**src/rv_cfg.svh**
```systemverilog
`ifndef RV_CFG_SVH
`define RV_CFG_SVH

// register and datapath width
`define XLEN 64

// instruction words served on the fetch port
`define IMEM_WORDS 256

// internal data memory, addressed modulo its size
`define DMEM_BYTES 512

// first fetch address out of reset
`define RESET_PC 64'h0000_0000_0000_0000

`endif
```
**src/regFile.sv**
```systemverilog
`timescale 1ns/1ps
`include "rv_cfg.svh"

module regFile (
    input  logic              clk,
    input  logic              rstN,
    input  logic              we,
    input  logic [4:0]        waddr,
    input  logic [`XLEN-1:0]  wdata,
    input  logic [4:0]        raddr1,
    input  logic [4:0]        raddr2,
    output logic [`XLEN-1:0]  rdata1,
    output logic [`XLEN-1:0]  rdata2
);

    logic [`XLEN-1:0] regs [32];

    always_ff @(posedge clk) begin
        if (!rstN) begin
            for (int i = 0; i < 32; i++) begin
                regs[i] <= '0;
            end
        end else if (we && waddr != 5'd0) begin
            regs[waddr] <= wdata;
        end
    end

    assign rdata1 = regs[raddr1];
    assign rdata2 = regs[raddr2];

endmodule

```
**config.mk**
```make
export PLATFORM = sky130hd
export DESIGN_NAME = regFile
export DESIGN_NICKNAME = d
export VERILOG_FILES = /design/src/regFile.sv
export VERILOG_INCLUDE_DIRS = /design/src /design/src/src
export SDC_FILE = /design/constraint.sdc
export NUM_CORES = 2
export LEC_CHECK = 0
export ABC_AREA = 1
export BUFFER_PORTS_ARGS = -buffer_cell sky130_fd_sc_hd__buf_2
export CAP_MARGIN = 40
export CELL_PAD_IN_SITES_DETAIL_PLACEMENT = 2
export CELL_PAD_IN_SITES_GLOBAL_PLACEMENT = 2
export CORE_MARGIN = 8
export CORE_UTILIZATION = 42
export DETAILED_ROUTE_END_ITERATION = 10
export PLACE_DENSITY_LB_ADDON = 0.25
export SLEW_MARGIN = 15
export SYNTH_ARGS = -nofsm -noshare
export SYNTH_HDL_FRONTEND = slang
export SYNTH_SLANG_ARGS = --single-unit
```
**constraint.sdc**
```tcl
create_clock -name clk -period 4.95 [get_ports clk]
set_clock_uncertainty 0.2 [all_clocks]
set_input_delay 0.2475 -clock clk [delete_from_list [all_inputs] [get_ports clk]]
set_output_delay 0.2475 -clock clk [all_outputs]
set_load 0.02 [all_outputs]
```
==> Word level (Yosys, flattened, before mapping) <==
Memories as Yosys holds them, arrays and structs flattened.
Cells that the tools add are included.
Widths: inputs -> output; s select.
{ "classes": {"mux": 7, "reduce_logical": 3} }
{ "ops": {"columns": ["operator", "count"], "rows": [
  ["$mux 64", 1],
  ["$reduce_or 64->1", 1],
  ["$mux 1", 5],
  ["$mux 5", 1],
  ["$reduce_bool 5->1", 1],
  ["$logic_and 1x1->1", 1]
]} }
{ "word_totals": {"reg_bits": 0, "mem_bits_rw": 2048, "out_inout_bits": 128, "elab_cells": 11, "n_memories": 1} }
{ "memory_table": {"columns": ["memory", "depth", "width", "rd", "rd_clocked_by_memory_dff", "wr", "line_no", "rtl"], "rows": [
  ["regs", 32, 64, 2, 0, 32, "regFile.sv:16", "logic [`XLEN-1:0] regs [32];"]
]} }

==> Depth between registers and ports, before layout <==
{ "logic_depth": {"ltp_word": 7, "depth_mapped": 12, "ltp_nobuf": 9} }

==> Worst setup path before layout <==
Ideal clock, no wire load.
{ "synth_path": {"path_kind": "input -> register", "from": "input port rstN", "to": "memory regs[16][0] (netlist name), enable pin", "setup_time_ps": 424, "arrival_time_ps": 2509, "required_ps": 4326, "slack_ps": 1817, "stages": 9, "path_cell_list": "buf_2 > nand2_1 > inv_1 > nand4_1 > inv_1 > nand2_1 > buf_2 > buf_2 > nand2_1"} }
{ "synth_rtl": {"columns": ["element", "line_no", "rtl"], "rows": [
  ["start: declaration", "regFile.sv:6", "input logic rstN,"],
  ["end: declaration", "regFile.sv:16", null]
]} }

==> Final worst setup path <==
{ "layout_path": {"from": "input port raddr2[0]", "to": "output port rdata2[58]"} }
{ "layout_between": {"elab_chain_cells": 1} }
{ "layout_lines": {"columns": ["element", "line_no", "rtl"], "rows": [
  ["start: declaration", "regFile.sv:11", "input logic [4:0] raddr2,"],
  ["$mem_v2 32x64", null, null],
  ["end: declaration", "regFile.sv:13", "output logic [`XLEN-1:0] rdata2"]
]} }
No other way between the ends.

==> results.md <==
- Max FFs per register: between 2000 and 2500
- Endpoints failing hold: 0
- Most flops, register: regs
- H-tree depth: 4
- Synthesized area per cell: 8.088 µm²
- Wirelength per Cell: roughly 35 µm
- Antenna violations before repair: 17
- Clock Tree Buf Depth: 4
- Vias in the first global route: 124100
- Critical path fanouts, max: ~150
- Worst EP required: around 4.5 ns
- Fin nets: between 10000 and 15000
- RSZ-0062 raised after global routing: no
- Filler cells: roughly 29000
- CTS root buf: clkbuf_16
- Mapped Cells: approximately 14000
- Flops & latches, synth: 2048
- Pleak: approximately 51 nW
- Setup TNS: 0 ns
- GPL Wtd Cong: roughly 0.84
- Hold Path Stages: 4
- Worst Slack Setup Final: 1.016 ns
- Via count: between 100k and 150k
- Hold Slack: about 0.08 ns
- Chip Width: roughly 530 µm
- Max Clk Rate: roughly 250 MHz
- Total grt overflow: 0
- DRC viols: 0
- Die height: approximately 530 µm
- Placed cells: about 17000
- Pwr Density: 358.7 mW/mm²
- Tot Pwr: ~45 mW
- Num ports: 210
- Cell variety after synth: 15
- Max-cap violations: 0
- Total CTS buffers: 241
- Multi-input logic area: about 0.044 mm²
- DP HPWL: 324800 µm
- Max-slew headroom: 0.1987
- DR iter-0 viols: 13980
- First-pass GRT wire length: about 850000 µm
- Layout cell share with drive strength beyond 1: 0.06917
- Maximum VDD drop: about 290 µV
- Data arrival, critical path: between 3 and 4 ns
- Die footprint: between 0.2 and 0.3 mm²
- Slew Limit Fails: 0
- Min-Delay Startpoint: wdata[11]
- Worst-margin pin slew: approximately 1.2 ns
- Place WS: 1.231 ns
- Synth warnings: 0
- Overall routed net length: approximately 590000 µm
- Fin area: 0.1245 mm²
- Row count: between 150 and 200
- Num Clock Sinks: 2048
- Crit Path Class: in -> out
- Synthesized cell area: 0.1111 mm²
- WHS Endpoint: regs[6][11]
- Global-route usage over all layers: 0.4066
- # setup viols final: 0
- Reg area: 0.06150 mm²
- Number of nets with antenna violations after routing: 0
- Pre-antenna DRT Iters: 6
- Placement Cell Area: about 0.12 mm²
- Tightest Hold Check Type: in -> reg
- TritonCTS clock tree: done
- Post-DR vias/cell: 6.637
- Finished Layout Cells: 17120
- Clock transition at path regs: roughly 0.060 ns
- Period utilization: 0.7947
- CP Capture Type: output pin
- P&R area growth vs syn: 12.08%
- Register area share after synthesis: 0.5535
- Largest net degree at the start of global routing: approximately 160
- Tmin final: ~3.9 ns
- Port bufs: 209
- Largest registers: regs (2048)
- Core ar.: about 0.26 mm²
- Status: finished, final reports clean
- Starting Density: 0.4207
- Final Util: 0.4715
- Startpoint Class: input pin
==> cell usage after synthesis <==
library cell	count	area share
nand2_1	4671	0.16
nand3_1	3649	0.16
edfxtp_1	2048	0.55
nor2_1	1984	0.067
buf_2	710	0.032
clkbuf_1	412	0.014
buf_1	104	0.0035
inv_1	80	0.0027
buf_4	57	0.0039
nor3_1	7	0.00032
buf_6	6	0.00061
inv_2	5	0.00017
nand4_1	4	0.00023
conb_1	1	0.000034
inv_4	1	0.000056
==> worst max path at each step <==
stage	slack (ns)	to	from
5_1_grt	1.13	rdata2[58]	raddr2[0]
4_1_cts	1.45	rdata1[33]	raddr1[0]
3_5_place_dp	1.23	regs[28][37]	waddr[2]
6_report	1.02	rdata2[58]	raddr2[0]
2_1_floorplan	1.82	regs[16][0]	rstN
3_3_place_gp	1.25	regs[28][37]	rstN
==> area by class of cell <==
type	count	area share
Antenna cell	9	0.0001808
Clock buffer	319	0.05146
Clock inverter	114	0.006269
Inverter	86	0.003305
Multi-Input combinational cell	10380	0.3534
Sequential cell	2048	0.4938
Tap cell	3533	0.03549
Timing Repair Buffer	630	0.05608
==> routing by layer <==
metal	track usage	part of all wire	wire length, µm
met5	0	0.00025	147
met2	0.6613	0.46	272100
met4	0.2797	0.076	45300
met1	0.4848	0.36	214000
met3	0.08488	0.10	60920
==> power breakdown <==
| group | switching [mW] | leakage, nW | internal, mW |
|---|---|---|---|
| registers | 0.642 | 19.5 | 20.1 |
| clock network | 7.81 | 3.52 | 9.56 |
| logic | 4.97 | 27.8 | 1.64 |
==> worst max-delay path, stage by stage <==
cell and delay (ns):
buf_8 0.27, inv_16 0.26, buf_16 0.49, buf_4 0.41, buf_4 0.41, nand2_1 0.12
nand3_1 0.10, nand3_1 0.09, nand3_1 0.09, nand3_1 0.15, nand2_1 0.17, buf_2 0.18
==> what timing repair did <==
item | 4_1_cts | 5_1_grt
buffers inserted | 0 | 0
hold buffers | 69 | 0
resized for setup | 0 | 0
hold endpoints to repair | 1849 | 0
==> cell usage in the layout (no fill, tap or decap) <==
cell type	n
nand2_1	4609
nand3_1	3649
edfxtp_1	2048
nor2_1	1984
clkbuf_16	245
buf_2	198
buf_4	180
buf_12	102
clkbuf_1	74
inv_1	70
dlygate4sd3_1	69
conb_1	64
nand2_4	62
clkinv_1	60
buf_16	56
clkinv_2	40
buf_8	23
bufinv_16	11
diode_2	9
inv_8	6
nor3_1	6
inv_6	5
inv_2	5
nand4_1	4
buf_6	2
clkinv_8	1
inv_16	1
nor3_2	1
clkinvlp_4	1
==> cells by family after synthesis <==
kind of cell / after synthesis / share of synthesized area
other: 1 / 0.00003375
DFF: 2048 / 0.5535
and+or+nand+nor: 10320 / 0.3897
buffers and inverters: 1375 / 0.05680
(Power assumes the default switching activity.)
