$ cat config.mk
export PLATFORM = sky130hd
export DESIGN_NAME = immGen
export DESIGN_NICKNAME = d
export VERILOG_FILES = /design/src/rvPkg.sv /design/src/immGen.sv
export VERILOG_INCLUDE_DIRS = /design/src /design/src/src
export SDC_FILE = /design/constraint.sdc
export NUM_CORES = 1
export LEC_CHECK = 0
export ABC_AREA = 1
export BUFFER_PORTS_ARGS = -buffer_cell sky130_fd_sc_hd__buf_4
export CAP_MARGIN = 25
export CORE_ASPECT_RATIO = 0.6
export CORE_UTILIZATION = 45
export DETAILED_ROUTE_END_ITERATION = 10
export PLACE_DENSITY = 0.95
export RECOVER_POWER = 100
export SLEW_MARGIN = 20
export SYNTH_ARGS = -nofsm -noshare
export SYNTH_HDL_FRONTEND = slang
export SYNTH_SLANG_ARGS = --single-unit
$ cat constraint.sdc
create_clock -name vclk -period 4.63
set_input_delay 0.2315 -clock vclk [all_inputs]
set_output_delay 0.2315 -clock vclk [all_outputs]
set_load 0.05 [all_outputs]
$ cat src/rv_cfg.svh
`ifndef RV_CFG_SVH
`define RV_CFG_SVH

// register and datapath width
`define XLEN 64

// instruction words served on the fetch port
`define IMEM_WORDS 256

// internal data memory, addressed modulo its size
`define DMEM_BYTES 512

// first fetch address out of reset
`define RESET_PC 64'h0000_0000_0000_0000

`endif
$ cat src/rvPkg.sv
package rvPkg;

    typedef enum logic [3:0] {
        ALU_ADD      = 4'd0,
        ALU_SUB      = 4'd1,
        ALU_MUL      = 4'd2,
        ALU_XOR      = 4'd3,
        ALU_OR       = 4'd4,
        ALU_AND      = 4'd5,
        ALU_SLL      = 4'd6,
        ALU_SRL      = 4'd7,
        ALU_SLT      = 4'd8,
        ALU_SLTU     = 4'd9,
        ALU_REM      = 4'd10,  // signed, low word
        ALU_DIVU     = 4'd11,  // unsigned, low word
        ALU_REMU     = 4'd12,  // unsigned, low word
        ALU_RETURN_B = 4'd13,  // pass b through, lui
        ALU_NONE     = 4'd15
    } aluOp_e;

    typedef enum logic [2:0] {
        WB_ALU      = 3'b000,
        WB_MEM      = 3'b001,
        WB_PC_PLUS4 = 3'b010,
        WB_ALU_W32  = 3'b100   // low word, sign extended
    } wbSel_e;

    typedef enum logic [6:0] {
        OPC_LOAD       = 7'b0000011,
        OPC_OP_IMM     = 7'b0010011,
        OPC_AUIPC      = 7'b0010111,
        OPC_OP_IMM_32  = 7'b0011011,
        OPC_STORE      = 7'b0100011,
        OPC_OP         = 7'b0110011,
        OPC_LUI        = 7'b0110111,
        OPC_OP_32      = 7'b0111011,
        OPC_BRANCH     = 7'b1100011,
        OPC_JALR       = 7'b1100111,
        OPC_JAL        = 7'b1101111,
        OPC_SYSTEM     = 7'b1110011
    } opcode_e;

endpackage

$ cat src/immGen.sv
`timescale 1ns/1ps
`include "rv_cfg.svh"

module immGen import rvPkg::*; (
    input  logic [31:0]       inst,
    output logic [`XLEN-1:0]  imm
);

    opcode_e      opcode;
    logic [11:0]  immI;
    logic [11:0]  immS;
    logic [12:0]  immB;
    logic [31:0]  immU;
    logic [20:0]  immJ;

    assign opcode = opcode_e'(inst[6:0]);

    assign immI = inst[31:20];
    assign immS = {inst[31:25], inst[11:7]};
    assign immB = {inst[31], inst[7], inst[30:25], inst[11:8], 1'b0};
    assign immU = {inst[31:12], 12'h000};
    assign immJ = {inst[31], inst[19:12], inst[20], inst[30:21], 1'b0};

    always_comb begin
        case (opcode)
            OPC_OP_IMM, OPC_OP_IMM_32, OPC_LOAD,
            OPC_JALR, OPC_SYSTEM:   imm = `XLEN'($signed(immI));  // ebreak gives 1
            OPC_STORE:              imm = `XLEN'($signed(immS));
            OPC_BRANCH:             imm = `XLEN'($signed(immB));
            OPC_LUI, OPC_AUIPC:     imm = `XLEN'($signed(immU));
            OPC_JAL:                imm = `XLEN'($signed(immJ));
            default:                imm = '0;  // R forms carry none
        endcase
    end

endmodule

# Word level (Yosys, flattened, before mapping)

Cells that the tools add are included.

Memories: 0
Memory bits (read-only): 0
Bits of input ports: 32
Flip-flop bits (word level): 0
Bits in latches: 0
Output and inout bits: 64
Logic and storage cells: 13
RAM bits: 0

$lt $le $gt $ge: 0
Multipliers: 0
Equal/unequal tests: 10
Reductions and logical operators: 2
Shifts and indexed selects: 0
Add/sub/neg operators: 0
Bitwise gates (word level): 0
Multiplexer cells: 1
Div/mod/pow operators: 0

Operators by type and width:

| operator             | count |
|---|---|
| $pmux W64 S5         | 1 |
| $eq A7 B7 Y1 const B | 4 |
| $eq A7 B5 Y1 const B | 3 |
| $eq A7 B6 Y1 const B | 2 |
| $eq A7 B2 Y1 const B | 1 |
| $reduce_or A5 Y1     | 1 |
| $reduce_or A2 Y1     | 1 |

# Logic depth before layout (Yosys ltp)

Gate-level depths: netlist of the first run.

Word-level depth: 3
Mapped depth: 9
Gate-level depth less buffers: 7

# Worst setup path before layout of the first run

Ideal clock, no wire load.

Path type: input -> output
Start: input port inst[4]
End: output port imm[32]
Slack: 2,316 ps
Arrival: 2,082 ps
Stages: 9
Path buffers: 2
Path through: inv_1 -> nand2_1 -> nor2_4 -> nand2_1 -> nand3_2 -> nand2_2 -> buf_6 -> nand2_1 -> buf_4

Word-level cells in the longest chain between the ends: 3
Elaborated cells on any way between the ends: 13
Those cells by class: eq/ne: 10; mux: 1; reduce/logical: 2

RTL lines:

| what                                                        | RTL line     | source |
|---|---|---|
| start: declaration                                          | immGen.sv:5  | `input logic [31:0] inst,` |
| $eq A7 B5 Y1 (tied with other cells)                        | immGen.sv:25 | `case (opcode)` |
| $reduce_or A5 Y1 / $reduce_or A2 Y1 (equally long branches) | immGen.sv:25 |  |
| $pmux W64 S5 (*)                                            | immGen.sv:25 |  |
| end: declaration                                            | immGen.sv:6  | `` output logic [`XLEN-1:0] imm `` |

Mark *: on every way between the ends. The rest lies on a longest branch, timed or not.

# Final worst setup path of the first run

Start: input port inst[4]
End: output port imm[41]

Same word-level chain as after synthesis.

==> results of run 1 <==
==> kinds of logic (layout without fill, tap and decap cells) <==
family                 count (synthesis)  after routing
and+or+nand+nor                      187            187
buffers and inverters                 65            117
==> per-stage QoR <==
step                area, sq um  worst slack [ns]  power, mW  util (%)
floorplan                  1216             2.316    0.09447         -
global placement           1649             1.793     0.1361     64.93
detailed placement         1649             1.687     0.1377     64.93
CTS                        1649             1.681     0.1380     64.93
global route               1413            0.8274     0.1330     55.62
finish                     1413             1.141     0.1253     55.62
==> cell type report <==
type                       count  share of cell area, %
multi-input combinational    187                  55.98
timing repair buffer          99                  36.40
tap                           32                  2.834
inverter                      18                  4.783
==> cell usage in the layout, fill, tap and decap left out, drive strengths merged <==
cell type / count
buf: 38
clkbuf: 61
inv: 18
nand2: 87
nand3: 55
nor2: 45
==> synth_stat cells <==
cell type and number:
buf_2 7, buf_6 4, inv_2 1, inv_1 17, nand2_2 1, nor2_1 41
nand3_1 53, nor2_4 1, nand2_1 86, nand3_2 2, buf_4 36, nor2_2 3
==> worst max path at each step <==
stage / startpoint / end / cells after the start
final: inst[4] / imm[41] / 9
after global routing: inst[4] / imm[41] / 9
after CTS: inst[4] / imm[41] / 9
after detailed placement: inst[4] / imm[41] / 9
after global placement: inst[4] / imm[48] / 9
after floorplan: inst[4] / imm[32] / 9
==> power by group <==
group          leakage [nW]  switching (mW)  internal, mW  total, mW
clock network             0               0             0          0
logic                 0.917          0.0938        0.0315      0.125
registers                 0               0             0          0
==> layer usage <==
| metal | share of wire, % | GRT usage, % | vias up |
|---|---|---|---|
| li1 | - | - | 850 |
| met1 | 44 | 31.60 | 682 |
| met2 | 48 | 35.73 | 72 |
| met3 | 8.3 | 1.202 | 0 |
| met4 | 0 | 1.224 | 0 |
| met5 | 0 | 0 | - |
==> metrics, run 1 <==
status=complete, no violations; critical path arrival=3.26 ns; Final min period=~3.5 ns; ANT nets after route=0; Wirelength per Cell=10.25 um; Initial Util=47.88%; area of the multi-input gates=790.8 sq um; NumNets Final=~340; DP Cell Count=336; antenna violations before repair=0; adder-cell share of the synthesized area=0%; post-synthesis simple-gate area fraction=about two thirds; worst-path cell chain=buf_4, inv_1, nand2_1, nor2_4, nand2_1, nand3_1, nand2_1, nand2_1, clkbuf_1; DRT Wirelength=3443 um; worst hold path class=in -> out; Inserted Diodes=0; DR DRC count=0; final std cells w/o fill=between 300 and 400; area leader, netlist=nand2_1; routed vias/inst=between 4 and 5; register area=0 sq um; Port-buffer cells=96; Overall Global Routing Usage=between 20% and 30%; Cell variety after synth=12; max-cap check violation count=0; largest net degree at the start of global routing=34; Top delay family on crit path=simple AND/OR/NAND/NOR gates; die extent in x=69.12 um; mapped cell area=approximately 1200 sq um; crit-path most repeated cell=nand2_1; hold_sp=inst[22]; Core Area=between 2000 and 3000 sq um; largest family of logic cells by synthesized area=simple AND/OR/NAND/NOR gates; Mean Syn Cell Area=a little under 5 sq um; area share of the largest cell type after synthesis=between 20% and 30%; fmax=0.2866 GHz; final setup fails=0; Slew HR=47.04%; area grow syn2layout=16.15%; XOR/XNOR Fraction of Synth Area=0%; vias in the first global route=1219; crit path kind=in -> out; WHS=between 0.8 and 0.9 ns; DP HPWL=~2600 um; Ports=96; Setup Fix Bufs, Post-CTS=0; Vias=1604; RSZ-0062 raised after global routing=no; FF+latch count=0; sum of negative setup slack=0 ns; slowest stage delay, CP=0.77 ns; Post-CTS Resized=0; Setup crit end kind=primary output; layout cells sized above 1=14.47%; total congestion overflow=0; startpoint class of the critical path=input port; initial DRC count=159; yosys warns=0; CP max FO=33; WP buf/inv=3; # fillers=336; first-pass GRT wire length=about 5400 um; Final Hold Vio Count=0; Cells after Synth=252; Detailed Routing Iterations Pass 1=4; Mapped Nets=284; Worst Hold Path Cells=4; Hold EP=imm[2]; final worst-path cycle share=roughly three quarters; die area=2921 sq um; Worst Path Required=roughly 4.4 ns; chip height=42.27 um; FP Rows=14; Slew @ Worst Pin=around 0.79 ns; top post-synthesis cells by area=nand2_1 27%, buf_4 22%, nand3_1 22%; multiplexer share of the synthesized area=0%; gp weighted congestion=0.8334; Leakage=between 0.9 and 1 nW; pwr dens=about 90 nW/um^2; CP max-delay cell=nand2_1; clock buffers=0; Seq/Total Area, Yosys=0%; Synth Area in Compound Gates=0%; Max VDD drop=0.02971 mV; max-slew violation count=0; Hold Buf Count CTS=0
No activity file was read; power rests on OpenSTA's default activity.
==> inputs of run 2 (changes only) <==
ABC_AREA = 0   (was 1)
CORE_UTILIZATION = 34   (was 45)
PLACE_DENSITY = 0.92   (was 0.95)
clock period = 3.49 ns   (was 4.63 ns; I/O delays follow)
==> metrics, run 2 <==
WP buf/inv=2 (was 3); NumNets Final=199 (was 338); area share of the largest cell type after synthesis=33.22% (was 26.54%); mapped cell area=745.7 sq um (was 1216 sq um); final setup margin=1.037 ns (was 1.141 ns); critical path arrival=2.28 ns (was 3.26 ns); Seq/Total Area, Yosys=0% (unchanged); Overall Global Routing Usage=18.16% (was 21.37%); register area=0 sq um (unchanged); DP HPWL=2214 um (was 2606 um); most common cell in the netlist=buf_4 (was nand2_1); RSZ-0062 raised after global routing=no (unchanged); final std cells w/o fill=193 (was 336); DR DRC count=0 (unchanged); Top delay family on crit path=compound AO/OA/AOI/OAI gates (was simple AND/OR/NAND/NOR gates); FP Rows=12 (was 14); pre-CTS setup slack=1.175 ns (was 1.687 ns); met3 Use GR=0.8929% (was 1.202%); Core Area=1952 sq um (was 2540 sq um); Ports=96 (unchanged); leading cell type in the layout, fill and taps excluded=clkbuf_1 (was nand2_1); startpoint class of the critical path=input port (unchanged); met2 track demand over resource=36.68% (was 35.73%); antenna violations before repair=0 (unchanged); DP Cell Count=193 (was 336); Detailed Routing Iterations Pass 1=4 (unchanged); Max VDD drop=0.06330 mV (was 0.02971 mV); final setup fails=0 (unchanged); met1 Usage GRT=22.57% (was 31.60%); Mean Syn Cell Area=7.170 sq um (was 4.826 sq um); area leader, netlist=buf_4 (was nand2_1); Final min period=2.453 ns; GR peak layer=met2 (unchanged); worst-path cell chain=buf_4, mux2i_1, a32oi_1, nor2_1, o21a_1, clkbuf_1 (was buf_4, inv_1, nand2_1, nor2_4, nand2_1, nand3_1, nand2_1, nand2_1, clkbuf_1); fmax=0.4076 GHz; Setup Fix Bufs, Post-CTS=0 (unchanged); die area=2391 sq um (was 2921 sq um); max-slew violation count=0 (unchanged); die extent in x=62.46 um (was 69.12 um); most frequent cells in the layout=63 x clkbuf_1, 34 x buf_4, 19 x a21o_1 (was 87 x nand2_1, 61 x clkbuf_1, 54 x nand3_1); Slew @ Worst Pin=0.9733 ns (was 0.7924 ns); crit path kind=in -> out (unchanged); first-pass GRT wire length=3463 um (was 5430 um); chip height=38.28 um (was 42.27 um); max-cap check violation count=0 (unchanged); Worst Path Required=3.32 ns (was 4.40 ns); total congestion overflow=0 (unchanged); Inserted Diodes=0 (unchanged); CP max FO=33 (unchanged); Mapped Nets=136 (was 284); ANT nets after route=0 (unchanged); DRT Wirelength=2657 um (was 3443 um); initial DRC count=33 (was 159); slowest stage delay, CP=0.75 ns (was 0.77 ns); vias in the first global route=715 (was 1219); Cell variety after synth=28 (was 12); Post-CTS Resized=0 (unchanged); FF+latch count=0 (unchanged); clock buffers=0 (unchanged); routed vias/inst=4.803 (was 4.774); Cells after Synth=104 (was 252); top post-synthesis cells by area=buf_4 33%, a21o_1 19%, and2_1 5.0% (was nand2_1 27%, buf_4 22%, nand3_1 22%); status=complete, no violations (unchanged); yosys warns=0 (unchanged); sum of negative setup slack=0 ns (unchanged); Setup crit end kind=primary output (unchanged); Initial Util=38.21% (was 47.88%); Port-buffer cells=96 (unchanged); Leakage=0.5539 nW (was 0.9174 nW); Hold Buf Count CTS=0 (unchanged); final worst-path cycle share=70.29%; Wirelength per Cell=13.77 um (was 10.25 um); worst hold path class=in -> out (unchanged); commonest cells in the netlist=33 x buf_4, 19 x a21o_1, 6 x and2_1 (was 86 x nand2_1, 53 x nand3_1, 41 x nor2_1); largest net degree at the start of global routing=34 (unchanged); pwr dens=142.5 nW/um^2 (was 88.68 nW/um^2); layout cells sized above 1=23.03% (was 14.47%); Slew HR=34.51% (was 47.04%); gp weighted congestion=0.7915 (was 0.8334); CP max-delay cell=o21a_1 (was nand2_1); Vias=927 (was 1604); area grow syn2layout=33.72% (was 16.15%); Final Hold Vio Count=0 (unchanged)
## run 2: cell count changes after synthesis, sizes merged, moves of 11 or more
cell / before / now
nor2: 45 / 5
nand3: 55 / 4
inv: 18 / 2
buf: 47 / 36
a21o: 0 / 19
nand2: 87 / 5
## run 2: final cells by class
type               instances  area [sq um]
fillers                  258         954.7
inverters                  2         7.507
multi-input cells         66         462.9
well taps                 28         35.03
repair buffers            97         491.7
## run 2: final timing paths
path	from	slack (ns)	cells past startpoint	endpoint
worst max-delay path	inst[4]	1.04	6	imm[36]
worst min-delay path	inst[20]	0.76	3	imm[0]
## run 2: where the power goes
part	internal [mW]	total, mW	switching, mW
Sequential	0	0	0
Combinational	0.0422	0.142	0.0999
Clock	0	0	0
Total	0.0422	0.142	0.0999
## run 2: stage by stage
step / util (%) / hold slack (ns) / area [sq um] / power, mW
global placement: 63.53 / 0.7007 / 1240 / 0.1545
global route: 51.09 / 0.7785 / 997.2 / 0.1490
CTS: 63.53 / 0.7058 / 1240 / 0.1574
detailed placement: 63.53 / 0.7058 / 1240 / 0.1571
finish: 51.09 / 0.7627 / 997.2 / 0.1421
floorplan: - / 0.6338 / 745.7 / 0.1064
## run 2: cell families (layout without fill, tap and decap cells)
logic type | Yosys count | after routing | share of synthesized area, %
buffers and inverters | 38 | 99 | 37.08
AO/OA/AOI/OAI | 33 | 33 | 35.74
AND/OR/NAND/NOR | 29 | 29 | 21.98
multiplexers | 3 | 3 | 4.027
XOR/XNOR | 1 | 1 | 1.175
## run 2: per-layer routing
metal	share of wire (%)	wire, um	up-vias
met1	41	1096	436
li1	-	-	463
met5	0	0	-
met3	3.4	91	2
met2	55	1453	26
met4	0.60	16	0
==> inputs of run 3 (changes only) <==
clock period = 2.3 ns   (was 3.49 ns; I/O delays follow)
==> metrics, run 3 (same netlist as run 2, synthesis figures left out) <==
status=complete, no violations (unchanged); Pint=68.94 uW (was 42.24 uW); Logic pwr share=100.0% (about the same); Detailed Routing Iterations Pass 1=4 (unchanged); Leakage=0.6861 nW (was 0.5539 nW); Setup crit end kind=primary output (unchanged); register area=0 sq um (unchanged); DRT Wirelength=2729 um (was 2657 um); clock network power share=0% (about the same); Wirelength per Cell=14.07 um (was 13.77 um); CP max-delay cell=nor4_1 (was o21a_1); Post-CTS Resized=0 (unchanged); Final Hold Vio Count=0 (unchanged); Core Area=1952 sq um (unchanged); final worst-path cycle share=87.55%; first-pass GRT wire length=3974 um (was 3463 um); FF+latch count=0 (unchanged); die extent in x=62.46 um (unchanged); area of the multi-input gates=462.9 sq um (unchanged); Worst Path Required=2.18 ns (was 3.32 ns); sequential share of power=0% (about the same); Vias=927 (unchanged); Sw Share=68.90% (was 70.27%); pwr dens=209.2 nW/um^2 (was 142.5 nW/um^2); total congestion overflow=0 (unchanged); ANT nets after route=0 (unchanged); Overall Global Routing Usage=20.71% (was 18.16%); Initial Util=38.21% (unchanged); Max VDD drop=0.09130 mV (was 0.06330 mV); area grow syn2layout=42.11% (was 33.72%); antenna violations before repair=0 (unchanged); worst-path cell chain=buf_4, nand2b_1, nor4_1, a22o_1, clkbuf_1 (was buf_4, mux2i_1, a32oi_1, nor2_1, o21a_1, clkbuf_1); startpoint class of the critical path=input port (unchanged); fin util=54.29% (was 51.09%); gp weighted congestion=0.7905 (was 0.7915); Critical Path Sink=imm[4] (was imm[36]); final setup fails=0 (unchanged); DP HPWL=2319 um (was 2214 um); NumNets Final=200 (was 199); crit path kind=in -> out (unchanged); initial DRC count=26 (was 33); fmax=0.4966 GHz; DR DRC count=0 (unchanged); Top delay family on crit path=simple AND/OR/NAND/NOR gates (was compound AO/OA/AOI/OAI gates); most frequent cells in the layout=39 x buf_4, 32 x clkbuf_2, 27 x clkbuf_1 (was 63 x clkbuf_1, 34 x buf_4, 19 x a21o_1); vias in the first global route=798 (was 715); die area=2391 sq um (unchanged); Final min period=2.014 ns; worst hold path class=in -> out (unchanged); Slew @ Worst Pin=0.9026 ns (was 0.9733 ns); WP buf/inv=2 (unchanged); Slew HR=39.27% (was 34.51%); FP Rows=12 (unchanged); RSZ-0062 raised after global routing=no (unchanged); CP max FO=10 (was 33); leading cell type in the layout, fill and taps excluded=buf_4 (was clkbuf_1); critical path arrival=1.90 ns (was 2.28 ns); layout cells sized above 1=45.18% (was 23.03%); Hold Buf Count CTS=0 (unchanged); Inserted Diodes=0 (unchanged); Port-buffer cells=96 (unchanged); largest net degree at the start of global routing=34 (unchanged); routed vias/inst=4.778 (was 4.803); # fillers=240 (was 258); max-slew violation count=0 (unchanged); clock buffers=0 (unchanged); Ports=96 (unchanged); Worst path depth=5 (was 6); CP Launch Point=inst[4] (unchanged); sum of negative setup slack=0 ns (unchanged); Setup Fix Bufs, Post-CTS=0 (unchanged); chip height=38.28 um (unchanged); max-cap check violation count=0 (unchanged); Psw=152.7 uW (was 99.86 uW); slowest stage delay, CP=0.74 ns (was 0.75 ns)
[run 3: changes by cell type in the layout (fill, tap and decap cells not counted)]
| cell | before | now |
|---|---|---|
| buf_4 | 34 | 39 |
| clkbuf_1 | 63 | 27 |
| clkbuf_2 | 0 | 32 |
[run 3: how the worst min path moves through the flow]
| stage | startpoint | slack [ns] | cells after the start | end |
|---|---|---|---|---|
| floorplan | inst[30] | 0.51 | 1 | imm[10] |
| global placement | inst[12] | 0.58 | 3 | imm[12] |
| detailed placement | inst[14] | 0.59 | 3 | imm[14] |
| CTS | inst[14] | 0.59 | 3 | imm[14] |
| global route | inst[10] | 0.63 | 3 | imm[3] |
| finish | inst[10] | 0.61 | 3 | imm[3] |
[run 3: worst min-delay path, delay by kind of cell]
family          cells  cell delay [ns]
compound gates      1             0.12
buf+inv             2             0.27
[run 3: area by class of cell]
cell class / count / area share, %
well taps: 28 / 3.306
repair buffers: 98 / 52.30
inverters: 2 / 0.7084
multi-input cells: 66 / 43.68
[run 3: layer usage]
layer,part of all wire [%],routed length [um],GRT usage (%),vias to the layer above
met5,0,0,0,-
met4,0,0,0,0
met3,3.1,85,0,0
met2,57,1544,42.12,26
met1,40,1099,26.74,438
li1,-,-,-,463
[run 3: per-stage QoR]
step | std cells | worst slack, ns | power [mW] | instance area (sq um) | hold WS (ns)
after floorplan | 104 | 0.09365 | 0.1614 | 745.7 | 0.5148
after global placement | 194 | 0.6888 | 0.2352 | 1247 | 0.5820
after detailed placement | 194 | 0.5466 | 0.2399 | 1247 | 0.5858
after CTS | 194 | 0.5384 | 0.2403 | 1247 | 0.5860
after global routing | 194 | 0.1854 | 0.2325 | 1060 | 0.6259
final | 194 | 0.2862 | 0.2217 | 1060 | 0.6100
[run 3: power groups by stage]
stage          clock, mW  sequential [mW]  combinational, mW
2_1_floorplan          0                0              0.161
3_3_place_gp           0                0              0.235
3_5_place_dp           0                0              0.240
4_1_cts                0                0              0.240
5_1_grt                0                0              0.233
6_report               0                0              0.222
