**src/rv_cfg.svh**
```systemverilog
`ifndef RV_CFG_SVH
`define RV_CFG_SVH

// register and datapath width
`define XLEN 64

// instruction words served on the fetch port
`define IMEM_WORDS 256

// internal data memory, addressed modulo its size
`define DMEM_BYTES 512

// first fetch address out of reset
`define RESET_PC 64'h0000_0000_0000_0000

`endif
```
**src/rvPkg.sv**
```systemverilog
package rvPkg;

    typedef enum logic [3:0] {
        ALU_ADD      = 4'd0,
        ALU_SUB      = 4'd1,
        ALU_MUL      = 4'd2,
        ALU_XOR      = 4'd3,
        ALU_OR       = 4'd4,
        ALU_AND      = 4'd5,
        ALU_SLL      = 4'd6,
        ALU_SRL      = 4'd7,
        ALU_SLT      = 4'd8,
        ALU_SLTU     = 4'd9,
        ALU_REM      = 4'd10,  // signed, low word
        ALU_DIVU     = 4'd11,  // unsigned, low word
        ALU_REMU     = 4'd12,  // unsigned, low word
        ALU_RETURN_B = 4'd13,  // pass b through, lui
        ALU_NONE     = 4'd15
    } aluOp_e;

    typedef enum logic [2:0] {
        WB_ALU      = 3'b000,
        WB_MEM      = 3'b001,
        WB_PC_PLUS4 = 3'b010,
        WB_ALU_W32  = 3'b100   // low word, sign extended
    } wbSel_e;

    typedef enum logic [6:0] {
        OPC_LOAD       = 7'b0000011,
        OPC_OP_IMM     = 7'b0010011,
        OPC_AUIPC      = 7'b0010111,
        OPC_OP_IMM_32  = 7'b0011011,
        OPC_STORE      = 7'b0100011,
        OPC_OP         = 7'b0110011,
        OPC_LUI        = 7'b0110111,
        OPC_OP_32      = 7'b0111011,
        OPC_BRANCH     = 7'b1100011,
        OPC_JALR       = 7'b1100111,
        OPC_JAL        = 7'b1101111,
        OPC_SYSTEM     = 7'b1110011
    } opcode_e;

endpackage

```
**src/decoder.sv**
```systemverilog
`timescale 1ns/1ps
`include "rv_cfg.svh"

module decoder import rvPkg::*; (
    input  logic [31:0]       inst,
    input  logic [`XLEN-1:0]  imm,
    input  logic [`XLEN-1:0]  rs1Data,
    input  logic [`XLEN-1:0]  rs2Data,
    output aluOp_e            aluOp,
    output logic              selA,
    output logic              selB,
    output logic              writeRd,
    output logic              pcSel,
    output logic              npcOp,
    output wbSel_e            wbSel,
    output logic              memRead,
    output logic              loadSext,
    output logic [3:0]        loadBytes,
    output logic [7:0]        storeMask,
    output logic              isEbreak
);

    opcode_e     opcode;
    logic [6:0]  funct7;
    logic [2:0]  funct3;
    logic        rsEq;
    logic        rsLt;
    logic        rsLtu;

    assign opcode = opcode_e'(inst[6:0]);
    assign funct7 = inst[31:25];
    assign funct3 = inst[14:12];

    assign rsEq  = (rs1Data == rs2Data);
    assign rsLt  = ($signed(rs1Data) < $signed(rs2Data));
    assign rsLtu = (rs1Data < rs2Data);

    assign isEbreak = (opcode == OPC_SYSTEM) && (funct3 == 3'b000) && (imm == `XLEN'd1);

    always_comb begin
        aluOp     = ALU_NONE;
        selA      = 1'b1;      // rs1
        selB      = 1'b0;      // imm
        writeRd   = 1'b0;
        pcSel     = 1'b0;
        npcOp     = 1'b0;
        wbSel     = WB_ALU;
        memRead   = 1'b0;
        loadSext  = 1'b0;
        loadBytes = 4'h0;
        storeMask = 8'h00;
        case (opcode)
            OPC_OP: begin
                selB = 1'b1;
                if (funct7 == 7'h00) begin
                    case (funct3)
                        3'b000: aluOp = ALU_ADD;
                        3'b001: aluOp = ALU_SLL;
                        3'b010: aluOp = ALU_SLT;
                        3'b011: aluOp = ALU_SLTU;
                        3'b100: aluOp = ALU_XOR;
                        3'b101: aluOp = ALU_SRL;
                        3'b110: aluOp = ALU_OR;
                        default: aluOp = ALU_AND;
                    endcase
                end else if (funct7 == 7'h20 && funct3 == 3'b000) begin
                    aluOp = ALU_SUB;
                end else if (funct7 == 7'h01 && funct3 == 3'b000) begin
                    aluOp = ALU_MUL;
                end
                writeRd = (aluOp != ALU_NONE);
            end
            OPC_OP_IMM: begin
                case (funct3)
                    3'b000: aluOp = ALU_ADD;
                    3'b001: aluOp = (inst[31:26] == 6'h0) ? ALU_SLL : ALU_NONE;
                    3'b010: aluOp = ALU_SLT;
                    3'b011: aluOp = ALU_SLTU;
                    3'b100: aluOp = ALU_XOR;
                    3'b101: aluOp = (inst[31:26] == 6'h0) ? ALU_SRL : ALU_NONE;  // no srai
                    3'b110: aluOp = ALU_OR;
                    default: aluOp = ALU_AND;
                endcase
                writeRd = (aluOp != ALU_NONE);
            end
            OPC_AUIPC: begin
                selA    = 1'b0;    // pc + imm
                aluOp   = ALU_ADD;
                writeRd = 1'b1;
            end
            OPC_LUI: begin
                selA    = 1'b0;
                aluOp   = ALU_RETURN_B;
                writeRd = 1'b1;
            end
            OPC_LOAD: begin
                wbSel = WB_MEM;
                aluOp = ALU_ADD;   // address rs1 + imm
                case (funct3)
                    3'h0: {loadSext, loadBytes} = {1'b1, 4'h1};
                    3'h1: {loadSext, loadBytes} = {1'b1, 4'h2};
                    3'h2: {loadSext, loadBytes} = {1'b1, 4'h4};
                    3'h3: {loadSext, loadBytes} = {1'b1, 4'h8};
                    3'h4: {loadSext, loadBytes} = {1'b0, 4'h1};
                    3'h5: {loadSext, loadBytes} = {1'b0, 4'h2};
                    default: aluOp = ALU_NONE;
                endcase
                memRead = (aluOp != ALU_NONE);
                writeRd = (aluOp != ALU_NONE);
            end
            OPC_STORE: begin
                aluOp = ALU_ADD;
                case (funct3)
                    3'b000: storeMask = 8'b0000_0001;
                    3'b001: storeMask = 8'b0000_0011;
                    3'b010: storeMask = 8'b0000_1111;
                    3'b011: storeMask = 8'b1111_1111;
                    default: aluOp = ALU_NONE;
                endcase
            end
            OPC_OP_32: begin
                selB  = 1'b1;
                wbSel = WB_ALU_W32;
                case ({funct7, funct3})
                    {7'h00, 3'b000}: aluOp = ALU_ADD;   // addw
                    {7'h20, 3'b000}: aluOp = ALU_SUB;   // subw
                    {7'h01, 3'b000}: aluOp = ALU_MUL;   // mulw
                    {7'h01, 3'b101}: aluOp = ALU_DIVU;  // divuw
                    {7'h01, 3'b110}: aluOp = ALU_REM;   // remw
                    {7'h01, 3'b111}: aluOp = ALU_REMU;  // remuw
                    default: aluOp = ALU_NONE;
                endcase
                writeRd = (aluOp != ALU_NONE);
            end
            OPC_OP_IMM_32: begin
                wbSel = WB_ALU_W32;
                if (funct3 == 3'b000) begin
                    aluOp   = ALU_ADD;  // addiw
                    writeRd = 1'b1;
                end
            end
            OPC_JAL: begin
                writeRd = 1'b1;
                npcOp   = 1'b1;        // pc + imm
                wbSel   = WB_PC_PLUS4;
            end
            OPC_JALR: begin
                if (funct3 == 3'b000) begin
                    writeRd = 1'b1;
                    pcSel   = 1'b1;    // rs1 + imm
                    npcOp   = 1'b1;
                    wbSel   = WB_PC_PLUS4;
                end
            end
            OPC_BRANCH: begin
                case (funct3)
                    3'h0: npcOp = rsEq;
                    3'h1: npcOp = !rsEq;
                    3'h4: npcOp = rsLt;
                    3'h5: npcOp = !rsLt;   // bge
                    3'h6: npcOp = rsLtu;
                    3'h7: npcOp = !rsLtu;  // bgeu
                    default: npcOp = 1'b0;
                endcase
            end
            default: ;
        endcase
    end

endmodule

```
**config.mk**
```make
export PLATFORM = sky130hd
export DESIGN_NAME = decoder
export DESIGN_NICKNAME = d
export VERILOG_FILES = /design/src/rvPkg.sv /design/src/decoder.sv
export VERILOG_INCLUDE_DIRS = /design/src /design/src/src
export SDC_FILE = /design/constraint.sdc
export NUM_CORES = 1
export LEC_CHECK = 0
export BUFFER_PORTS_ARGS = -buffer_cell sky130_fd_sc_hd__buf_4
export CORE_AREA = 2 2 96 98
export DETAILED_ROUTE_END_ITERATION = 7
export DIE_AREA = 0 0 98 100
export GPL_ROUTABILITY_DRIVEN = 0
export PLACE_DENSITY = 0.79
export SYNTH_ARGS = -nofsm -noshare
export SYNTH_HDL_FRONTEND = slang
export SYNTH_SLANG_ARGS = --single-unit
```
**constraint.sdc**
```tcl
create_clock -name vclk -period 1.97
set_input_delay 0.0985 -clock vclk [all_inputs]
set_output_delay 0.0985 -clock vclk [all_outputs]
set_load 0.01 [all_outputs]
```
[Word level (Yosys, flattened, before mapping)]
Index checks and enable logic that the tools add are counted.
W data, S select, Z words.
Operators by class
  magnitude comparators: 2
  equality and inequality tests: 32
  mux-type cells: 32
  reductions and logical operators: 20
Operators with widths (number)
  $lt A64 B64 Y1: 2
  $eq A64 B1 Y1 const B: 1
  $eq A64 B64 Y1: 1
  $pmux W4 S7: 2
  $mux W4: 13
  $eq A10 B4 Y1 const B: 4
  $eq A7 B6 Y1 const B: 5
  $pmux W4 S8: 1
  $pmux W8 S4: 1
  $eq A7 B7 Y1 const B: 4
  $pmux W4 S6: 1
  $eq A7 B5 Y1 const B: 3
  $ne A4 B4 Y1 const B: 4
  $pmux W4 S4: 1
  $eq A3 B3 Y1 const B: 4
  $pmux W1 S6: 2
  $pmux W3 S4: 1
  $reduce_or A2 Y1: 6
  $eq A10 B9 Y1 const B: 1
  $logic_not A10 Y1: 1
  $mux W8: 1
  $eq A7 B1 Y1 const B: 1
  $eq A7 B2 Y1 const B: 1
  $logic_not A7 Y1: 1
  12 further kinds: 24
Word-level totals
  bits in registers: 0
  bits of input ports: 224
  output and inout port bits: 27
  logic and storage cells: 86

[Longest topological paths before layout]
Gate-level depths: netlist of run 1.
  depth after elaboration: 8
  gate-level depth with buffers: 10

[Worst setup path before layout of run 1]
No wires, ideal clock.
  path type: in2out
  from: input rs2Data[45]
  to: output npcOp
  data arrival time: 1.836 ns
  setup slack: 0.035 ns
  stages on the path: 9
  cells stage by stage: inv_1 ha_1 a21o_1 a21o_1 a221o_1 a211o_1 o21bai_1 mux2i_1 o21ai_0
Between the ends
  cells in the longest elaborated chain, start to end: 4
Ends and longest elaborated chain
  from (decl): RTL line decoder.sv:8  | input logic [`XLEN-1:0] rs2Data,
  $lt A64 B64 Y1, or another cell as far along: RTL line decoder.sv:36  | assign rsLtu = (rs1Data < rs2Data);
  $logic_not A1 Y1 (on tied branches): RTL line decoder.sv:162, decoder.sv:158, decoder.sv:160
  $pmux W1 S6 *: RTL line decoder.sv:156  | case (funct3)
  $pmux W1 S3 *: RTL line decoder.sv:52  | case (opcode)
  to (decl): RTL line decoder.sv:14  | output logic npcOp,
Mark *: on every way between the ends. The rest lies on a longest branch, timed or not.

[Worst setup path after layout of run 1]
  from: input rs1Data[47]
  to: output npcOp
Between the ends
  cells in the longest elaborated chain, start to end: 4
Ends and longest elaborated chain
  from (decl): RTL line decoder.sv:7  | input logic [`XLEN-1:0] rs1Data,
  $lt A64 B64 Y1, or another cell as far along: RTL line decoder.sv:36
  $logic_not A1 Y1 (on tied branches): RTL line decoder.sv:162, decoder.sv:158, decoder.sv:160
  $pmux W1 S6 *: RTL line decoder.sv:156
  $pmux W1 S3 *: RTL line decoder.sv:52
Marks and branches as above.

==> results of run 1 <==
timing repair:
action | 4_1_cts | 5_1_grt
gates resized for setup | 60 | 58
hold buffers | 0 | 0
setup buffers | 4 | 4
hold endpoints to repair | 0 | 0
endpoints found under the setup margin | 2 | 6
pin swaps | 35 | 30
layer usage:
metal  track usage [%]  share of wire, %  vias up
met5                 0                 0        -
met4              5.56               3.3        0
met3              1.74               6.1       28
met2              44.8                58      172
met1              19.3                33     1692
li1                  -                 -     1866
power by group through the flow:
stage | sequential [mW] | combinational, mW | clock (mW)
3_3_place_gp | 0 | 0.734 | 0
2_1_floorplan | 0 | 0.322 | 0
4_1_cts | 0 | 0.868 | 0
6_report | 0 | 0.933 | 0
3_5_place_dp | 0 | 0.766 | 0
5_1_grt | 0 | 1.03 | 0
synthesized netlist by cell type, types with 3 or more instances:
library cell,instances
a21o_1,7
a21oi_1,33
a221oi_1,3
a31oi_1,4
buf_4,5
clkbuf_1,6
ha_1,64
inv_1,71
nand2_1,31
nand2b_1,4
nand3_1,9
nand4_1,18
nor2_1,21
nor2b_1,3
nor3_1,9
nor4_1,17
nor4b_1,5
o211ai_1,6
o21ai_0,16
o22ai_1,3
or3_1,4
xnor2_1,3
cell families after synthesis:
logic type / Yosys count
adder cells (fa/ha/maj): 65
AND/OR/NAND/NOR: 134
multiplexers: 2
XOR/XNOR: 3
AO/OA/AOI/OAI: 88
buffers and inverters: 87
worst max-delay path by stage:
stage	endpoint	depth (start not counted)
floorplan	npcOp	9
global placement	npcOp	10
detailed placement	npcOp	11
CTS	npcOp	12
global route	npcOp	11
finish	npcOp	10
cells in the final DEF, fill, tap and decap left out, types with 2 or more instances in the layout:
cell / netlist / final
inv_1: 71 / 45
o21ai_0: 16 / 11
buf_4: 5 / 239
nand3_2: 0 / 2
inv_2: 0 / 18
inv_4: 0 / 8
nor3_2: 2 / 2
a21oi_2: 1 / 3
a221oi_2: 0 / 3
nand3_1: 9 / 7
o21a_1: 2 / 2
xnor2_1: 3 / 3
o211ai_1: 6 / 6
a211o_1: 2 / 2
nor4_2: 0 / 2
buf_6: 2 / 24
ha_4: 0 / 31
mux2i_1: 2 / 2
nor2_1: 21 / 20
a21oi_1: 33 / 31
nor2b_1: 3 / 3
nor4_1: 17 / 14
ha_1: 64 / 33
nand4_1: 18 / 18
a221o_1: 2 / 2
o22ai_1: 3 / 3
nor3_1: 9 / 8
and2_1: 2 / 2
nor4b_1: 5 / 5
nand2b_1: 4 / 4
and3_1: 2 / 2
a21o_1: 7 / 7
or3_1: 4 / 4
a31oi_1: 4 / 3
or4_4: 1 / 2
o21ai_1: 0 / 5
nand2_1: 31 / 30
final cells by class:
type                       count  area (um2)  area share, %
multi-input combinational    292        2660           51.4
tap                          111         139           2.69
inverter                      72         290           5.62
timing repair buffer         264        2080           40.3
==> impl_metrics.env, run 1 <==
export IMPL_cap_violations=0
export IMPL_firstDrtPassIters=4
export IMPL_dp_cells=731
export IMPL_grt_pass1_vias=3889
export IMPL_worstPathCellList="buf_4 -> ha_1 -> nand4_1 -> nor3_1 -> a221o_1 -> a211o_1 -> o21bai_4 -> mux2i_1 -> o21ai_1 -> buf_4"
export IMPL_ff_latch_area_um2=0
export IMPL_n_clock_buffer=0
export IMPL_synth_fa_ha_area_share_pct=32.3
export IMPL_synthesis_area_um2=2510
export IMPL_placed_area_um2=4480
export IMPL_synth_compound_area_share_pct=22.5
export IMPL_cp_data_arrival_time_ns=1.94
export IMPL_swShare_pct=41.1
export IMPL_finalPower_mw=0.933
export IMPL_drt_wl_total_um=11000
export IMPL_fillerInstances=740
export IMPL_post_dp_hpwl_um=8840
export IMPL_crit_slowest_cell="a221o_1"
export IMPL_max_vdd_ir_drop_mv=0.0694
export IMPL_grt_pass1_wl_um=16700
export IMPL_drc=0
export IMPL_start_util_pct=28.3
export IMPL_synthXorXnorAreaFrac_pct=1.05
export IMPL_dr_total_vias=3758
export IMPL_hold_start="inst[2]"
export IMPL_syn_avg_cell_area_um2=6.63
export IMPL_nets=918
export IMPL_p_seq_share_pct=0
export IMPL_min_period_over_period_pct=104
export IMPL_seq_cell_count=0
export IMPL_p_int_mw=0.550
export IMPL_max_freq_mhz=490
export IMPL_worst_slack_ns=-0.0695
export IMPL_power_leakage_nw=2.61
export IMPL_io_buffers=236
export IMPL_holdWs_ns=0.546
export IMPL_final_core_util_pct=58.1
export IMPL_dieHeight_um=100
export IMPL_rsz0062_at_grt="yes"
export IMPL_crit_path_start="rs1Data[47]"
export IMPL_netlist_instances=379
export IMPL_finalSetupTns_ns=-0.0727
export IMPL_drive_gt1_share_pct=55.4
export IMPL_synth_largest_area_cell="ha_1"
export IMPL_cp_max_fo=3
export IMPL_setup_viol=2
export IMPL_grt_usage_pct=20.3
export IMPL_crit_top_cell="buf_4"
export IMPL_fin_area_um2=5160
export IMPL_clkPwrFrac_pct=0
export IMPL_ys_types=48
export IMPL_yosysWarnings=0
export IMPL_cp_top_family="compound AO/OA/AOI/OAI gates"
export IMPL_final_cells=739
export IMPL_tightest_slew_ns=0.417
export IMPL_antenna_found_initial=0
export IMPL_grt_max_degree=19
export IMPL_syn2layout_area_growth_pct=106
export IMPL_synth_top_family_by_area="adder cells"
export IMPL_outcome="finished with violations"
export IMPL_via_per_inst=5.09
export IMPL_placement_rows=35
export IMPL_violations="setup timing"
export IMPL_core_area_um2=8890
export IMPL_power_switching_mw=0.383
export IMPL_yosysSeqAreaShare_pct=0
export IMPL_power_density_nw_per_um2=181
export IMPL_detail_route_antenna_nets=0
export IMPL_drv_slew=0
export IMPL_drtIter0Drc=77
export IMPL_hp_class="primary input to output pin"
export IMPL_yosys_top_cells_area="ha_1, inv_1, a21oi_1"
export IMPL_hold_viol_final=0
export IMPL_synth_simple_area_share_pct=29.0
export IMPL_path_buf_inv=2
export IMPL_whs_path_depth=3
export IMPL_hold_path_end="selB"
export IMPL_slowest_delay_ns=0.33
export IMPL_routedWlPerCell_um=14.9
export IMPL_muxShareOfSynthArea_pct=0.797
export IMPL_crit_type="primary input to output pin"
export IMPL_antenna_cells=0
export IMPL_io_pins=251
export IMPL_yosysTopAreaCellShare_pct=31.9
export IMPL_cp_data_required_time_ns=1.87
export IMPL_grt_ovfl_total=0
export IMPL_dieArea_um2=9800
export IMPL_syn_num_nets=667
export IMPL_slew_headroom_pct=71.9
export IMPL_cp_end_kind="output pin"
export IMPL_period_minus_slack_ns=2.04
export IMPL_power_frac_comb_pct=100.0
export IMPL_dp_slack_ns=-0.224
export IMPL_die_x_um=98
export IMPL_critPathLaunchType="primary input"
Power figures use the tool's default switching activity.
==> inputs of run 2 (changes only) <==
BUFFER_PORTS_ARGS = -buffer_cell sky130_fd_sc_hd__buf_2   (was -buffer_cell sky130_fd_sc_hd__buf_4)
PLACE_DENSITY = 0.76   (was 0.79)
==> run 2 against run 1 <==
Compared with the run above: highest routed layer unchanged; wire length fell by 5.4%; largest cell class unchanged; flip-flop and latch count did not move; combinational power fell by 12%; via count fell by 1.4%; power fell by 12%; sequential share of layout area did not move; worst setup slack got worse by 0.063 ns; maximum frequency fell by 3.0%; first-iteration DRC count fell by 14%; global-route usage fell by 2.3 points; the run still ends with setup timing left.
==> impl_metrics.env, run 2 (synthesized netlist as in run 1, its figures left out) <==
export IMPL_grt_max_degree=13
export IMPL_grt_util_met2_pct=38.8
export IMPL_outcome="finished with violations"
export IMPL_cp_data_arrival_time_ns=2.00
export IMPL_cp_end_kind="output pin"
export IMPL_cts_hold_buf=0
export IMPL_crit_type="primary input to output pin"
export IMPL_start_util_pct=28.3
export IMPL_worst_slack_ns=-0.133
export IMPL_setup_viol=2
export IMPL_power_density_nw_per_um2=177
export IMPL_antenna_found_initial=0
export IMPL_period_minus_slack_ns=2.10
export IMPL_critPathLaunchType="primary input"
export IMPL_ff_latch_area_um2=0
export IMPL_rsz0062_at_grt="yes"
export IMPL_max_vdd_ir_drop_mv=0.0600
export IMPL_use_met1_pct=18.7
export IMPL_drc=0
export IMPL_power_leakage_nw=2.49
export IMPL_hold_viol_final=0
export IMPL_grt_pass1_wl_um=14800
export IMPL_dieArea_um2=9800
export IMPL_io_buffers=236
export IMPL_syn2layout_area_growth_pct=83.9
export IMPL_met3_usage_pct=1.81
export IMPL_tightest_slew_ns=0.464
export IMPL_grt_pass1_vias=3494
export IMPL_grt_ovfl_total=0
export IMPL_nets=931
export IMPL_placement_rows=35
export IMPL_dieHeight_um=100
export IMPL_firstDrtPassIters=4
export IMPL_cp_max_fo=2
export IMPL_detail_route_antenna_nets=0
export IMPL_drv_slew=0
export IMPL_antenna_cells=0
export IMPL_hp_class="primary input to output pin"
export IMPL_core_area_um2=8890
export IMPL_cap_violations=0
export IMPL_slew_headroom_pct=69.0
export IMPL_routedWlPerCell_um=13.8
export IMPL_seq_cell_count=0
export IMPL_drtIter0Drc=66
export IMPL_via_per_inst=4.93
export IMPL_layout_commonest_cell="buf_2"
export IMPL_whs_path_depth=5
export IMPL_cp_data_required_time_ns=1.87
export IMPL_grt_usage_pct=18.0
export IMPL_dp_slack_ns=-0.203
export IMPL_max_freq_mhz=476
export IMPL_post_dp_hpwl_um=8350
export IMPL_holdWs_ns=0.556
export IMPL_drive_gt1_share_pct=54.4
export IMPL_min_period_over_period_pct=107
export IMPL_violations="setup timing"
export IMPL_drt_wl_total_um=10400
export IMPL_n_clock_buffer=0
export IMPL_layout_common_cells="buf_2, inv_1, buf_4, ha_1"
export IMPL_die_x_um=98
export IMPL_grt_busiest_layer="met2"
export IMPL_io_pins=251
export IMPL_dr_total_vias=3705
run 2: cell count changes in the layout (fill, tap and decap cells not counted), moves of 2 or more:
| cell | change |
|---|---|
| ha_4 | -3 |
| ha_1 | +3 |
| inv_4 | -6 |
| inv_1 | +6 |
| buf_2 | +213 |
| buf_4 | -199 |
| nor2_1 | -2 |
| o21ai_1 | -2 |
run 2: final timing paths:
path | startpoint | end | slack [ns]
setup / recovery | rs1Data[45] | npcOp | -0.13
hold / removal | imm[53] | isEbreak | 0.56
run 2: area by class of cell:
| class | count | area, um2 |
|---|---|---|
| Timing Repair Buffer | 277 | 1640 |
| Multi-Input combinational cell | 292 | 2570 |
| Tap cell | 111 | 139 |
| Inverter | 72 | 275 |
| Fill cell | 866 | 4270 |
run 2: stage by stage:
| stage | utilization (%) | cells | total power, mW | TNS (ns) | cell area (um2) |
|---|---|---|---|---|---|
| after global placement | 45.1 | 747 | 0.651 | -0.152 | 4010 |
| after floorplan | - | 379 | 0.322 | 0 | 2510 |
| after detailed placement | 45.1 | 747 | 0.661 | -0.208 | 4010 |
| after CTS | 47.8 | 750 | 0.716 | -0.147 | 4250 |
| after global routing | 52.0 | 752 | 0.918 | -0.532 | 4620 |
| final | 52.0 | 752 | 0.817 | -0.206 | 4620 |
run 2: timing repair:
item	4_1_cts	5_1_grt
resized for setup	38	57
pin swaps	19	32
setup endpoints to repair	2	6
setup buffers	3	3
run 2: worst max-delay path: stages:
cell and delay, ns:
buf_2 0.11, ha_1 0.30, a21o_1 0.18, a21o_1 0.17, a221o_1 0.33, a211o_1 0.26
o21bai_1 0.17, mux2i_1 0.13, o21ai_1 0.11, buf_2 0.15
run 2: report_power, final:
part | switching, mW | total (mW) | internal, mW
Sequential | 0 | 0 | 0
Combinational | 0.369 | 0.817 | 0.449
Clock | 0 | 0 | 0
run 2: routing by layer:
layer  vias to the layer above  part of all wire (%)
met3                        16                   7.6
met4                         0                   1.7
met5                         -                     0
met2                       171                    55
li1                       1896                     -
met1                      1622                    35
